`config.mk`:
```
export PLATFORM = sky130hd
export DESIGN_NAME = rename_alloc
export DESIGN_NICKNAME = d
export VERILOG_FILES = /design/src/rtl/sched_pkg.sv /design/src/rtl/rename_alloc.sv /design/src/rtl/rob_alloc_stage.sv /design/src/rtl/excp_check.sv /design/src/rtl/free_list.sv
export SDC_FILE = /design/constraint.sdc
export NUM_CORES = 1
export LEC_CHECK = 0
export ABC_AREA = 1
export BUFFER_PORTS_ARGS = -buffer_cell sky130_fd_sc_hd__buf_2
export CAP_MARGIN = 20
export CELL_PAD_IN_SITES_DETAIL_PLACEMENT = 1
export CELL_PAD_IN_SITES_GLOBAL_PLACEMENT = 1
export CORE_ASPECT_RATIO = 1.25
export CORE_MARGIN = 3
export CORE_UTILIZATION = 35
export CTS_CLUSTER_DIAMETER = 30
export DETAILED_ROUTE_END_ITERATION = 8
export GPL_ROUTABILITY_DRIVEN = 0
export HOLD_SLACK_MARGIN = 0.03
export PLACE_DENSITY = 0.74
export SETUP_SLACK_MARGIN = 0.02
export SLEW_MARGIN = 20
export SYNTH_ARGS = -nofsm -noshare
export SYNTH_HDL_FRONTEND = slang
export SYNTH_SLANG_ARGS = --single-unit
export TNS_END_PERCENT = 20
```
`constraint.sdc`:
```
create_clock -name clk -period 2.47 [get_ports clk]
set_input_delay 0.494 -clock clk [delete_from_list [all_inputs] [get_ports clk]]
set_output_delay 0.494 -clock clk [all_outputs]
set_load 0.1 [all_outputs]
```
`src/rtl/sched_pkg.sv`:
```
package sched_pkg;

  // ============================================================
  // default sizes, overridden through the top-level parameters
  // ============================================================
  localparam int DECODE_WIDTH = 2;
  localparam int COMMIT_WIDTH = 2;
  localparam int ARCH_REG_NUM = 32;
  localparam int PHY_REG_NUM  = 64;

  // register indices
  typedef logic [$clog2(PHY_REG_NUM)-1:0]  preg_t;
  typedef logic [$clog2(ARCH_REG_NUM)-1:0] areg_t;

  // ============================================================
  // instruction classes
  // ============================================================
  typedef enum logic [1:0] {
    INSTR_ALU  = 2'd0,
    INSTR_MEM  = 2'd1,
    INSTR_MISC = 2'd2,
    INSTR_PRIV = 2'd3
  } instr_type_t;

  // only meaningful when the class is MISC
  typedef enum logic [1:0] {
    MISC_NONE    = 2'd0,
    MISC_SYSCALL = 2'd1,
    MISC_BREAK   = 2'd2
  } misc_op_t;

  // ============================================================
  // exception codes
  // ============================================================
  typedef logic [5:0] ecode_t;

  localparam ecode_t ECODE_INT = 6'h00;
  localparam ecode_t ECODE_SYS = 6'h0B;
  localparam ecode_t ECODE_BRK = 6'h0C;
  localparam ecode_t ECODE_INE = 6'h0D;
  localparam ecode_t ECODE_IPE = 6'h0E;

  // lowest privilege level, privileged instructions trap here
  localparam logic [1:0] PLV_USER = 2'd3;

endpackage
```
`src/rtl/rename_alloc.sv`:
```
`timescale 1ns/10ps

module rename_alloc import sched_pkg::*; #(
  parameter int DECODE_WIDTH = sched_pkg::DECODE_WIDTH,
  parameter int COMMIT_WIDTH = sched_pkg::COMMIT_WIDTH,
  parameter int PHY_REG_NUM  = sched_pkg::PHY_REG_NUM,
  parameter int ARCH_REG_NUM = sched_pkg::ARCH_REG_NUM
) (
  input  logic                           clk,
  input  logic                           rst_n,
  // request group
  input  logic                           req_valid_i,
  output logic                           req_ready_o,
  input  logic [DECODE_WIDTH-1:0]        req_slot_valid_i,
  input  instr_type_t [DECODE_WIDTH-1:0] req_instr_type_i,
  input  misc_op_t [DECODE_WIDTH-1:0]    req_misc_op_i,
  input  areg_t [DECODE_WIDTH-1:0]       req_arch_dest_i,
  input  logic [DECODE_WIDTH-1:0]        req_excp_valid_i,
  input  ecode_t [DECODE_WIDTH-1:0]      req_excp_code_i,
  input  logic [DECODE_WIDTH-1:0]        req_invalid_i,
  // csr state
  input  logic                           csr_has_int_i,
  input  logic [1:0]                     csr_plv_i,
  // release from commit
  input  logic [COMMIT_WIDTH-1:0]        free_valid_i,
  input  preg_t [COMMIT_WIDTH-1:0]       free_preg_i,
  // ROB allocation request
  output logic                           rob_valid_o,
  input  logic                           rob_ready_i,
  output logic [DECODE_WIDTH-1:0]        rob_slot_valid_o,
  output areg_t [DECODE_WIDTH-1:0]       rob_arch_dest_o,
  output logic [DECODE_WIDTH-1:0]        rob_preg_valid_o,
  output preg_t [DECODE_WIDTH-1:0]       rob_preg_o,
  output logic [DECODE_WIDTH-1:0]        rob_excp_valid_o,
  output ecode_t [DECODE_WIDTH-1:0]      rob_ecode_o
);

  logic accept;
  logic can_alloc;

  free_list #(
    .DECODE_WIDTH (DECODE_WIDTH),
    .COMMIT_WIDTH (COMMIT_WIDTH),
    .PHY_REG_NUM  (PHY_REG_NUM),
    .ARCH_REG_NUM (ARCH_REG_NUM)
  ) u_free_list (
    .clk          (clk),
    .rst_n        (rst_n),
    .accept_i     (accept),
    .slot_valid_i (req_slot_valid_i),
    .excp_valid_i (req_excp_valid_i),
    .invalid_i    (req_invalid_i),
    .arch_dest_i  (req_arch_dest_i),
    .free_valid_i (free_valid_i),
    .free_preg_i  (free_preg_i),
    .can_alloc_o  (can_alloc),
    .preg_valid_o (rob_preg_valid_o),
    .preg_o       (rob_preg_o)
  );

  excp_check #(
    .DECODE_WIDTH (DECODE_WIDTH)
  ) u_excp_check (
    .clk           (clk),
    .rst_n         (rst_n),
    .accept_i      (accept),
    .slot_valid_i  (req_slot_valid_i),
    .instr_type_i  (req_instr_type_i),
    .misc_op_i     (req_misc_op_i),
    .excp_valid_i  (req_excp_valid_i),
    .excp_code_i   (req_excp_code_i),
    .invalid_i     (req_invalid_i),
    .arch_dest_i   (req_arch_dest_i),
    .csr_has_int_i (csr_has_int_i),
    .csr_plv_i     (csr_plv_i),
    .slot_valid_o  (rob_slot_valid_o),
    .arch_dest_o   (rob_arch_dest_o),
    .excp_valid_o  (rob_excp_valid_o),
    .ecode_o       (rob_ecode_o)
  );

  rob_alloc_stage u_rob_alloc_stage (
    .clk         (clk),
    .rst_n       (rst_n),
    .req_valid_i (req_valid_i),
    .can_alloc_i (can_alloc),
    .rob_ready_i (rob_ready_i),
    .req_ready_o (req_ready_o),
    .accept_o    (accept),
    .rob_valid_o (rob_valid_o)
  );

endmodule

```
`src/rtl/rob_alloc_stage.sv`:
```
`timescale 1ns/10ps

module rob_alloc_stage (
  input  logic clk,
  input  logic rst_n,
  input  logic req_valid_i,
  input  logic can_alloc_i,
  input  logic rob_ready_i,
  output logic req_ready_o,
  output logic accept_o,
  output logic rob_valid_o
);

  logic rob_valid_q;
  logic out_free;
  logic leave;

  // ============================================================
  // handshake on the request side
  // ============================================================

  // output register is free if empty or draining this cycle
  assign out_free    = ~rob_valid_q | rob_ready_i;
  assign req_ready_o = can_alloc_i & out_free;
  assign accept_o    = req_valid_i & req_ready_o;

  // group handed to the ROB on this edge
  assign leave = rob_valid_q & rob_ready_i;

  // ============================================================
  // output occupancy
  // ============================================================
  always_ff @(posedge clk or negedge rst_n) begin
    if (!rst_n) begin
      rob_valid_q <= 1'b0;
    end else if (accept_o) begin
      // new group replaces any leaving one
      rob_valid_q <= 1'b1;
    end else if (leave) begin
      rob_valid_q <= 1'b0;
    end
  end

  /*
   * the payload registers in free_list and excp_check load only
   * on accept_o, so a stalled group holds until rob_ready_i
   */
  assign rob_valid_o = rob_valid_q;

endmodule

```
`src/rtl/excp_check.sv`:
```
`timescale 1ns/10ps

module excp_check import sched_pkg::*; #(
  parameter int DECODE_WIDTH = sched_pkg::DECODE_WIDTH
) (
  input  logic                          clk,
  input  logic                          rst_n,
  input  logic                          accept_i,
  input  logic [DECODE_WIDTH-1:0]       slot_valid_i,
  input  instr_type_t [DECODE_WIDTH-1:0] instr_type_i,
  input  misc_op_t [DECODE_WIDTH-1:0]   misc_op_i,
  input  logic [DECODE_WIDTH-1:0]       excp_valid_i,
  input  ecode_t [DECODE_WIDTH-1:0]     excp_code_i,
  input  logic [DECODE_WIDTH-1:0]       invalid_i,
  input  areg_t [DECODE_WIDTH-1:0]      arch_dest_i,
  input  logic                          csr_has_int_i,
  input  logic [1:0]                    csr_plv_i,
  output logic [DECODE_WIDTH-1:0]       slot_valid_o,
  output areg_t [DECODE_WIDTH-1:0]      arch_dest_o,
  output logic [DECODE_WIDTH-1:0]       excp_valid_o,
  output ecode_t [DECODE_WIDTH-1:0]     ecode_o
);

  logic [DECODE_WIDTH-1:0]        slot_valid_q;
  instr_type_t [DECODE_WIDTH-1:0] instr_type_q;
  misc_op_t [DECODE_WIDTH-1:0]    misc_op_q;
  logic [DECODE_WIDTH-1:0]        excp_valid_q;
  ecode_t [DECODE_WIDTH-1:0]      excp_code_q;
  logic [DECODE_WIDTH-1:0]        invalid_q;
  areg_t [DECODE_WIDTH-1:0]       arch_dest_q;
  logic                           has_int_q;
  logic [1:0]                     plv_q;

  always_ff @(posedge clk or negedge rst_n) begin
    if (!rst_n) begin
      slot_valid_q <= '0;
    end else if (accept_i) begin
      slot_valid_q <= slot_valid_i;
    end
  end

  // slot fields and csr state sampled with the group
  always_ff @(posedge clk) begin
    if (accept_i) begin
      instr_type_q <= instr_type_i;
      misc_op_q    <= misc_op_i;
      excp_valid_q <= excp_valid_i;
      excp_code_q  <= excp_code_i;
      invalid_q    <= invalid_i;
      arch_dest_q  <= arch_dest_i;
      has_int_q    <= csr_has_int_i;
      plv_q        <= csr_plv_i;
    end
  end

  // ============================================================
  // fixed priority, interrupt first
  // ============================================================
  always_comb begin
    for (int i = 0; i < DECODE_WIDTH; i++) begin
      excp_valid_o[i] = 1'b1;
      ecode_o[i]      = ECODE_INT;
      if (!slot_valid_q[i]) begin
        excp_valid_o[i] = 1'b0;
      end else if (has_int_q) begin
        ecode_o[i] = ECODE_INT;
      end else if (excp_valid_q[i]) begin
        ecode_o[i] = excp_code_q[i];
      end else if (invalid_q[i]) begin
        ecode_o[i] = ECODE_INE;
      end else if (instr_type_q[i] == INSTR_PRIV && plv_q == PLV_USER) begin
        ecode_o[i] = ECODE_IPE;
      end else if (instr_type_q[i] == INSTR_MISC && misc_op_q[i] == MISC_SYSCALL) begin
        ecode_o[i] = ECODE_SYS;
      end else if (instr_type_q[i] == INSTR_MISC && misc_op_q[i] == MISC_BREAK) begin
        ecode_o[i] = ECODE_BRK;
      end else begin
        excp_valid_o[i] = 1'b0;
      end
    end
  end

  assign slot_valid_o = slot_valid_q;
  assign arch_dest_o  = arch_dest_q;

endmodule

```
`src/rtl/free_list.sv`:
```
`timescale 1ns/10ps

module free_list import sched_pkg::*; #(
  parameter int DECODE_WIDTH = sched_pkg::DECODE_WIDTH,
  parameter int COMMIT_WIDTH = sched_pkg::COMMIT_WIDTH,
  parameter int PHY_REG_NUM  = sched_pkg::PHY_REG_NUM,
  parameter int ARCH_REG_NUM = sched_pkg::ARCH_REG_NUM
) (
  input  logic                                 clk,
  input  logic                                 rst_n,
  input  logic                                 accept_i,
  input  logic [DECODE_WIDTH-1:0]              slot_valid_i,
  input  logic [DECODE_WIDTH-1:0]              excp_valid_i,
  input  logic [DECODE_WIDTH-1:0]              invalid_i,
  input  areg_t [DECODE_WIDTH-1:0]             arch_dest_i,
  input  logic [COMMIT_WIDTH-1:0]              free_valid_i,
  input  preg_t [COMMIT_WIDTH-1:0]             free_preg_i,
  output logic                                 can_alloc_o,
  output logic [DECODE_WIDTH-1:0]              preg_valid_o,
  output preg_t [DECODE_WIDTH-1:0]             preg_o
);

  localparam int FL_DEPTH = PHY_REG_NUM - ARCH_REG_NUM;
  localparam int PTR_W    = $clog2(FL_DEPTH);
  localparam int CNT_W    = $clog2(FL_DEPTH + 1);

  preg_t                          fl_q [FL_DEPTH];
  logic [PTR_W-1:0]               head_q;
  logic [PTR_W-1:0]               tail_q;
  logic [CNT_W-1:0]               count_q;
  logic [DECODE_WIDTH-1:0]        need;
  preg_t [DECODE_WIDTH-1:0]       pop_preg;
  logic [CNT_W-1:0]               pop_cnt;
  logic [CNT_W-1:0]               push_cnt;
  logic [COMMIT_WIDTH-1:0][PTR_W-1:0] push_idx;
  logic [DECODE_WIDTH-1:0]        preg_valid_q;
  preg_t [DECODE_WIDTH-1:0]       preg_q;

  // circular pointer advance
  function automatic logic [PTR_W-1:0] ptr_add(input logic [PTR_W-1:0] ptr,
                                               input int unsigned ofs);
    int unsigned sum;
    sum = ptr + ofs;
    if (sum >= FL_DEPTH) begin
      sum = sum - FL_DEPTH;
    end
    return PTR_W'(sum);
  endfunction

  assign can_alloc_o = (count_q >= CNT_W'(DECODE_WIDTH));

  // ============================================================
  // slot demand and release positions
  // ============================================================
  always_comb begin
    pop_cnt = '0;
    for (int i = 0; i < DECODE_WIDTH; i++) begin
      need[i] = slot_valid_i[i] & ~excp_valid_i[i] & ~invalid_i[i] & (|arch_dest_i[i]);
      // earlier needing slots take the entries before this one
      pop_preg[i] = fl_q[ptr_add(head_q, pop_cnt)];
      pop_cnt = pop_cnt + CNT_W'(need[i]);
    end
    push_cnt = '0;
    for (int j = 0; j < COMMIT_WIDTH; j++) begin
      push_idx[j] = ptr_add(tail_q, push_cnt);
      push_cnt = push_cnt + CNT_W'(free_valid_i[j]);
    end
  end

  always_ff @(posedge clk or negedge rst_n) begin
    if (!rst_n) begin
      for (int k = 0; k < FL_DEPTH; k++) begin
        fl_q[k] <= preg_t'(ARCH_REG_NUM + k);
      end
    end else begin
      for (int j = 0; j < COMMIT_WIDTH; j++) begin
        if (free_valid_i[j]) begin
          fl_q[push_idx[j]] <= free_preg_i[j];
        end
      end
    end
  end

  always_ff @(posedge clk or negedge rst_n) begin
    if (!rst_n) begin
      head_q       <= '0;
      // list starts full, so tail has wrapped onto head
      tail_q       <= '0;
      count_q      <= CNT_W'(FL_DEPTH);
      preg_valid_q <= '0;
    end else begin
      tail_q  <= ptr_add(tail_q, push_cnt);
      count_q <= count_q + push_cnt - (accept_i ? pop_cnt : '0);
      if (accept_i) begin
        head_q       <= ptr_add(head_q, pop_cnt);
        preg_valid_q <= need;
      end
    end
  end

  always_ff @(posedge clk) begin
    if (accept_i) begin
      for (int i = 0; i < DECODE_WIDTH; i++) begin
        preg_q[i] <= need[i] ? pop_preg[i] : '0;
      end
    end
  end

  assign preg_valid_o = preg_valid_q;
  assign preg_o       = preg_q;

endmodule

```
==> reports/results.tsv <==
metric	value	unit
cell types with the largest area share after synthesis	sky130_fd_sc_hd__nand2_1, sky130_fd_sc_hd__dfstp_2, sky130_fd_sc_hd__dfrtp_1, sky130_fd_sc_hd__edfxtp_1, sky130_fd_sc_hd__o21ai_0	
deepest level of the CTS H-tree	2	
buffer type at the clock tree root	sky130_fd_sc_hd__clkbuf_16	
Final Net Count	2835	
Post-synth top cells	sky130_fd_sc_hd__nand2_1, sky130_fd_sc_hd__o21ai_0, sky130_fd_sc_hd__inv_1	
height of the die	252	microns
overall overflow remaining after global route	0	
Max Freq	406	MHz
core area	47400	sq um
most numerous cell in the Yosys netlist	sky130_fd_sc_hd__nand2_1	
Synth area leader	sky130_fd_sc_hd__nand2_1	
EDFF count, synth	49	
Pwr per Cell Area	1450	nW/um^2
distinct cell type count of the synthesized netlist	29	
clock group share of total power	26.3	%
transition time at the pin with the least slew margin	0.681	ns
data arrival time of the critical path	1.97	ns
crit path launch type	register	
CTS Buffer Depth	3	
total I/O pin count	99	
number of maximum-capacitance violations	0	
post-route setup TNS	0	ns
share of cells above drive strength 1	19.3	%
filler-free cell count of the finished design	3444	
worst setup path class	register to output port	
Worst-path clk slew	0.05	ns
# port buffers	98	
Hold Violations, Final	0	
Worst setup EP type	output port	
pre-CTS setup slack	-0.510	ns
TritonCTS clock tree	built	
run status	completed	
GR Util All Layers	28.3	%
initial core utilization	35.6	%
largest driver fanout on the critical path	3	
register-to-register setup slack	0.12	ns
worst hold path startpoint	csr_has_int_i	
internal power summed over all cells	17.2	mW
setup repair after global routing missed its margin	true	
post-synth top area share	25.9	%
Pwr Total	31.3	mW
register area share after synthesis	41.1	%
switching share of power	44.9	%
number of placed instances with taps included	3325	
share of power burned in combinational logic	47.8	%
most used flip-flop cell after synthesis	sky130_fd_sc_hd__dfstp_2	
synthesis-stage register bit count	262	
clock network latency to the later pin of the worst-skew pair	0.62	ns
Setup violations, final	0	
Async SR Flop Fraction	81.3	%
post-synthesis instance total	2585	
wire length per cell	21.4	microns
Cell Rows	89	
wire length of the first global-routing pass	112000	microns
antenna violations before repair	0	
Die Outline Area	51000	sq um
Max Clock Skew	0.0196	ns
number of buffers added by the clock tree synthesis step	59	
Min-Delay Path Class	primary input to register	
final slew viol count	0	
via count of the first global-routing pass	19300	
Relative slew margins	54.6	%
Final Cycle Share	99.8	%
final instance area	21500	sq um
die outline width	203	microns
antenna diode count	0	
Critical R2R Launch	u_free_list.count_q[5]	
largest net degree at the start of global routing	83	
Setup WS post-layout	0.00475	ns
DPL Wire Length	49800	microns
signed area change from the synthesized netlist to the final layout	27.4	%
Yosys Warn Count	0	
area after detailed placement	19100	sq um
required time worst endpoint	1.98	ns
# DRC	0	
Via Count	18400	
sequential power share	25.8	%
Total Routed Length	73700	microns
nets in the synthesized netlist	2664	
worst flop-to-flop path endpoint	u_free_list.count_q[5]	
length in cells of the worst reg-to-reg path	16	
Hold Path Sink	u_excp_check.has_int_q	
Static Leak	10.4	nW
Tmin final	2.47	ns
synthesized cell area	16900	sq um
iteration-0 DRC count of the detailed router	1221	
Peak VDD IR	0.000578	V
average size of a mapped cell	6.54	sq um
clock tree sinks	262	
total iterations of the first detailed-routing run	5	
net switching power	14.1	mW
DRT antenna net count	0	
number of cells on the worst hold path	1	
via density per instance	5.34	
[power groups by stage]
| stage | Combinational (mW) | Clock [mW] | Sequential, mW |
|---|---|---|---|
| floorplan | 9.07 | 0 | 7.90 |
| global placement | 13.9 | 0 | 7.95 |
| detailed placement | 14.4 | 0 | 8.02 |
| CTS | 14.6 | 8.33 | 8.01 |
| global route | 16.6 | 8.54 | 8.25 |
| finish | 15.0 | 8.24 | 8.08 |
[metal layers]
metal / up-vias / global-route usage [%] / wire length (microns)
met1: 9006 / 34.7 / 29700
met4: 0 / 12.5 / 3490
met3: 211 / 5.41 / 4630
met2: 648 / 48.6 / 35900
met5: - / 0 / 0
li1: 8516 / - / -
[cell type report]
class / count / area [sq um]
Clock buffer: 75 / 1660
Clock inverter: 37 / 423
Fill cell: 6128 / 25900
Inverter: 222 / 833
Multi-Input combinational cell: 1955 / 8810
Sequential cell: 262 / 6950
Tap cell: 637 / 797
Timing Repair Buffer: 256 / 2070
[worst max-delay path by stage]
stage,from,endpoint,slack [ns],cells past startpoint
final,u_excp_check.instr_type_q[2],rob_ecode_o[6],0.005,4
after global routing,u_excp_check.instr_type_q[2],rob_ecode_o[6],-0.08,4
after CTS,u_excp_check.plv_q[1],rob_excp_valid_o[1],-0.08,9
after detailed placement,req_arch_dest_i[8],u_free_list.count_q[5],-0.51,19
after global placement,req_arch_dest_i[8],u_free_list.count_q[4],-0.51,15
after floorplan,u_rob_alloc_stage.rob_valid_o,u_free_list.count_q[5],-0.57,17
[repair_timing]
action | in CTS | in global routing
hold buffers | 1 | 0
pin swaps | 0 | 18
gates resized for setup | 25 | 59
setup buffers | 0 | 6
setup endpoints to repair | 14 | 97
hold endpoints to repair | 22 | 0
[stage by stage]
stage / utilization (%) / hold slack, ns
after floorplan: - / 0.198
after global placement: 40.3 / 0.415
after detailed placement: 40.3 / 0.418
after CTS: 44.9 / 0.0326
after global routing: 45.4 / 0.0386
final: 45.4 / 0.0600
[state kept, by name (all words and copies together), names as in the netlist]
signal                         cells
u_free_list.head_q                 5
u_excp_check.instr_type_q          4
u_excp_check.plv_q                 2
u_free_list.fl_q                 192
u_free_list.tail_q                 5
u_excp_check.invalid_q             2
u_excp_check.arch_dest_o          10
u_excp_check.slot_valid_o          2
u_free_list.preg_o                12
u_excp_check.excp_valid_q          2
u_excp_check.misc_op_q             4
u_free_list.preg_valid_o           2
u_free_list.count_q                6
u_rob_alloc_stage.rob_valid_o      1
u_excp_check.has_int_q             1
u_excp_check.excp_code_q          12
[worst max-delay path: stages (launching register included)]
cell and delay (ns):
sky130_fd_sc_hd__edfxtp_1 0.42, sky130_fd_sc_hd__inv_2 0.10, sky130_fd_sc_hd__nand4_1 0.21, sky130_fd_sc_hd__a221oi_2 0.36, sky130_fd_sc_hd__buf_6 0.27
[cell usage in the layout (no fill, tap or decap), types with 3 or more instances in the layout]
cell type | synthesis | final
sky130_fd_sc_hd__a21oi_1 | 38 | 35
sky130_fd_sc_hd__a21oi_2 | 0 | 3
sky130_fd_sc_hd__buf_12 | 0 | 25
sky130_fd_sc_hd__buf_2 | 26 | 86
sky130_fd_sc_hd__buf_4 | 1 | 135
sky130_fd_sc_hd__buf_6 | 0 | 6
sky130_fd_sc_hd__buf_8 | 0 | 3
sky130_fd_sc_hd__bufinv_16 | 0 | 7
sky130_fd_sc_hd__clkbuf_1 | 107 | 6
sky130_fd_sc_hd__clkbuf_16 | 0 | 61
sky130_fd_sc_hd__clkbuf_8 | 0 | 8
sky130_fd_sc_hd__clkinv_2 | 0 | 14
sky130_fd_sc_hd__clkinv_4 | 0 | 5
sky130_fd_sc_hd__clkinvlp_4 | 0 | 5
sky130_fd_sc_hd__dfrtp_1 | 100 | 97
sky130_fd_sc_hd__dfstp_2 | 113 | 113
sky130_fd_sc_hd__edfxtp_1 | 49 | 49
sky130_fd_sc_hd__fa_1 | 4 | 3
sky130_fd_sc_hd__ha_1 | 18 | 12
sky130_fd_sc_hd__ha_4 | 0 | 5
sky130_fd_sc_hd__inv_1 | 221 | 203
sky130_fd_sc_hd__inv_2 | 1 | 19
sky130_fd_sc_hd__inv_6 | 0 | 4
sky130_fd_sc_hd__nand2_1 | 1167 | 1159
sky130_fd_sc_hd__nand2_2 | 0 | 7
sky130_fd_sc_hd__nand3_1 | 168 | 166
sky130_fd_sc_hd__nand4_1 | 3 | 3
sky130_fd_sc_hd__nor2_1 | 195 | 184
sky130_fd_sc_hd__nor2_2 | 0 | 6
sky130_fd_sc_hd__nor2_4 | 0 | 5
sky130_fd_sc_hd__nor3_1 | 17 | 16
sky130_fd_sc_hd__nor3_2 | 2 | 3
sky130_fd_sc_hd__o211ai_1 | 65 | 65
sky130_fd_sc_hd__o21ai_0 | 252 | 248
sky130_fd_sc_hd__xor2_1 | 14 | 12
[kinds of logic (layout without fill, tap and decap cells)]
logic type / after synthesis / count (layout) / synth area share, %
AND/OR/NAND/NOR: 1553 / 1553 / 36.0
buffers and inverters: 368 / 590 / 8.38
AO/OA/AOI/OAI: 362 / 362 / 11.8
flip-flops: 262 / 262 / 41.1
adder cells (fa/ha/maj): 22 / 22 / 1.81
XOR/XNOR: 18 / 18 / 0.977
(Power assumes the default switching activity.)
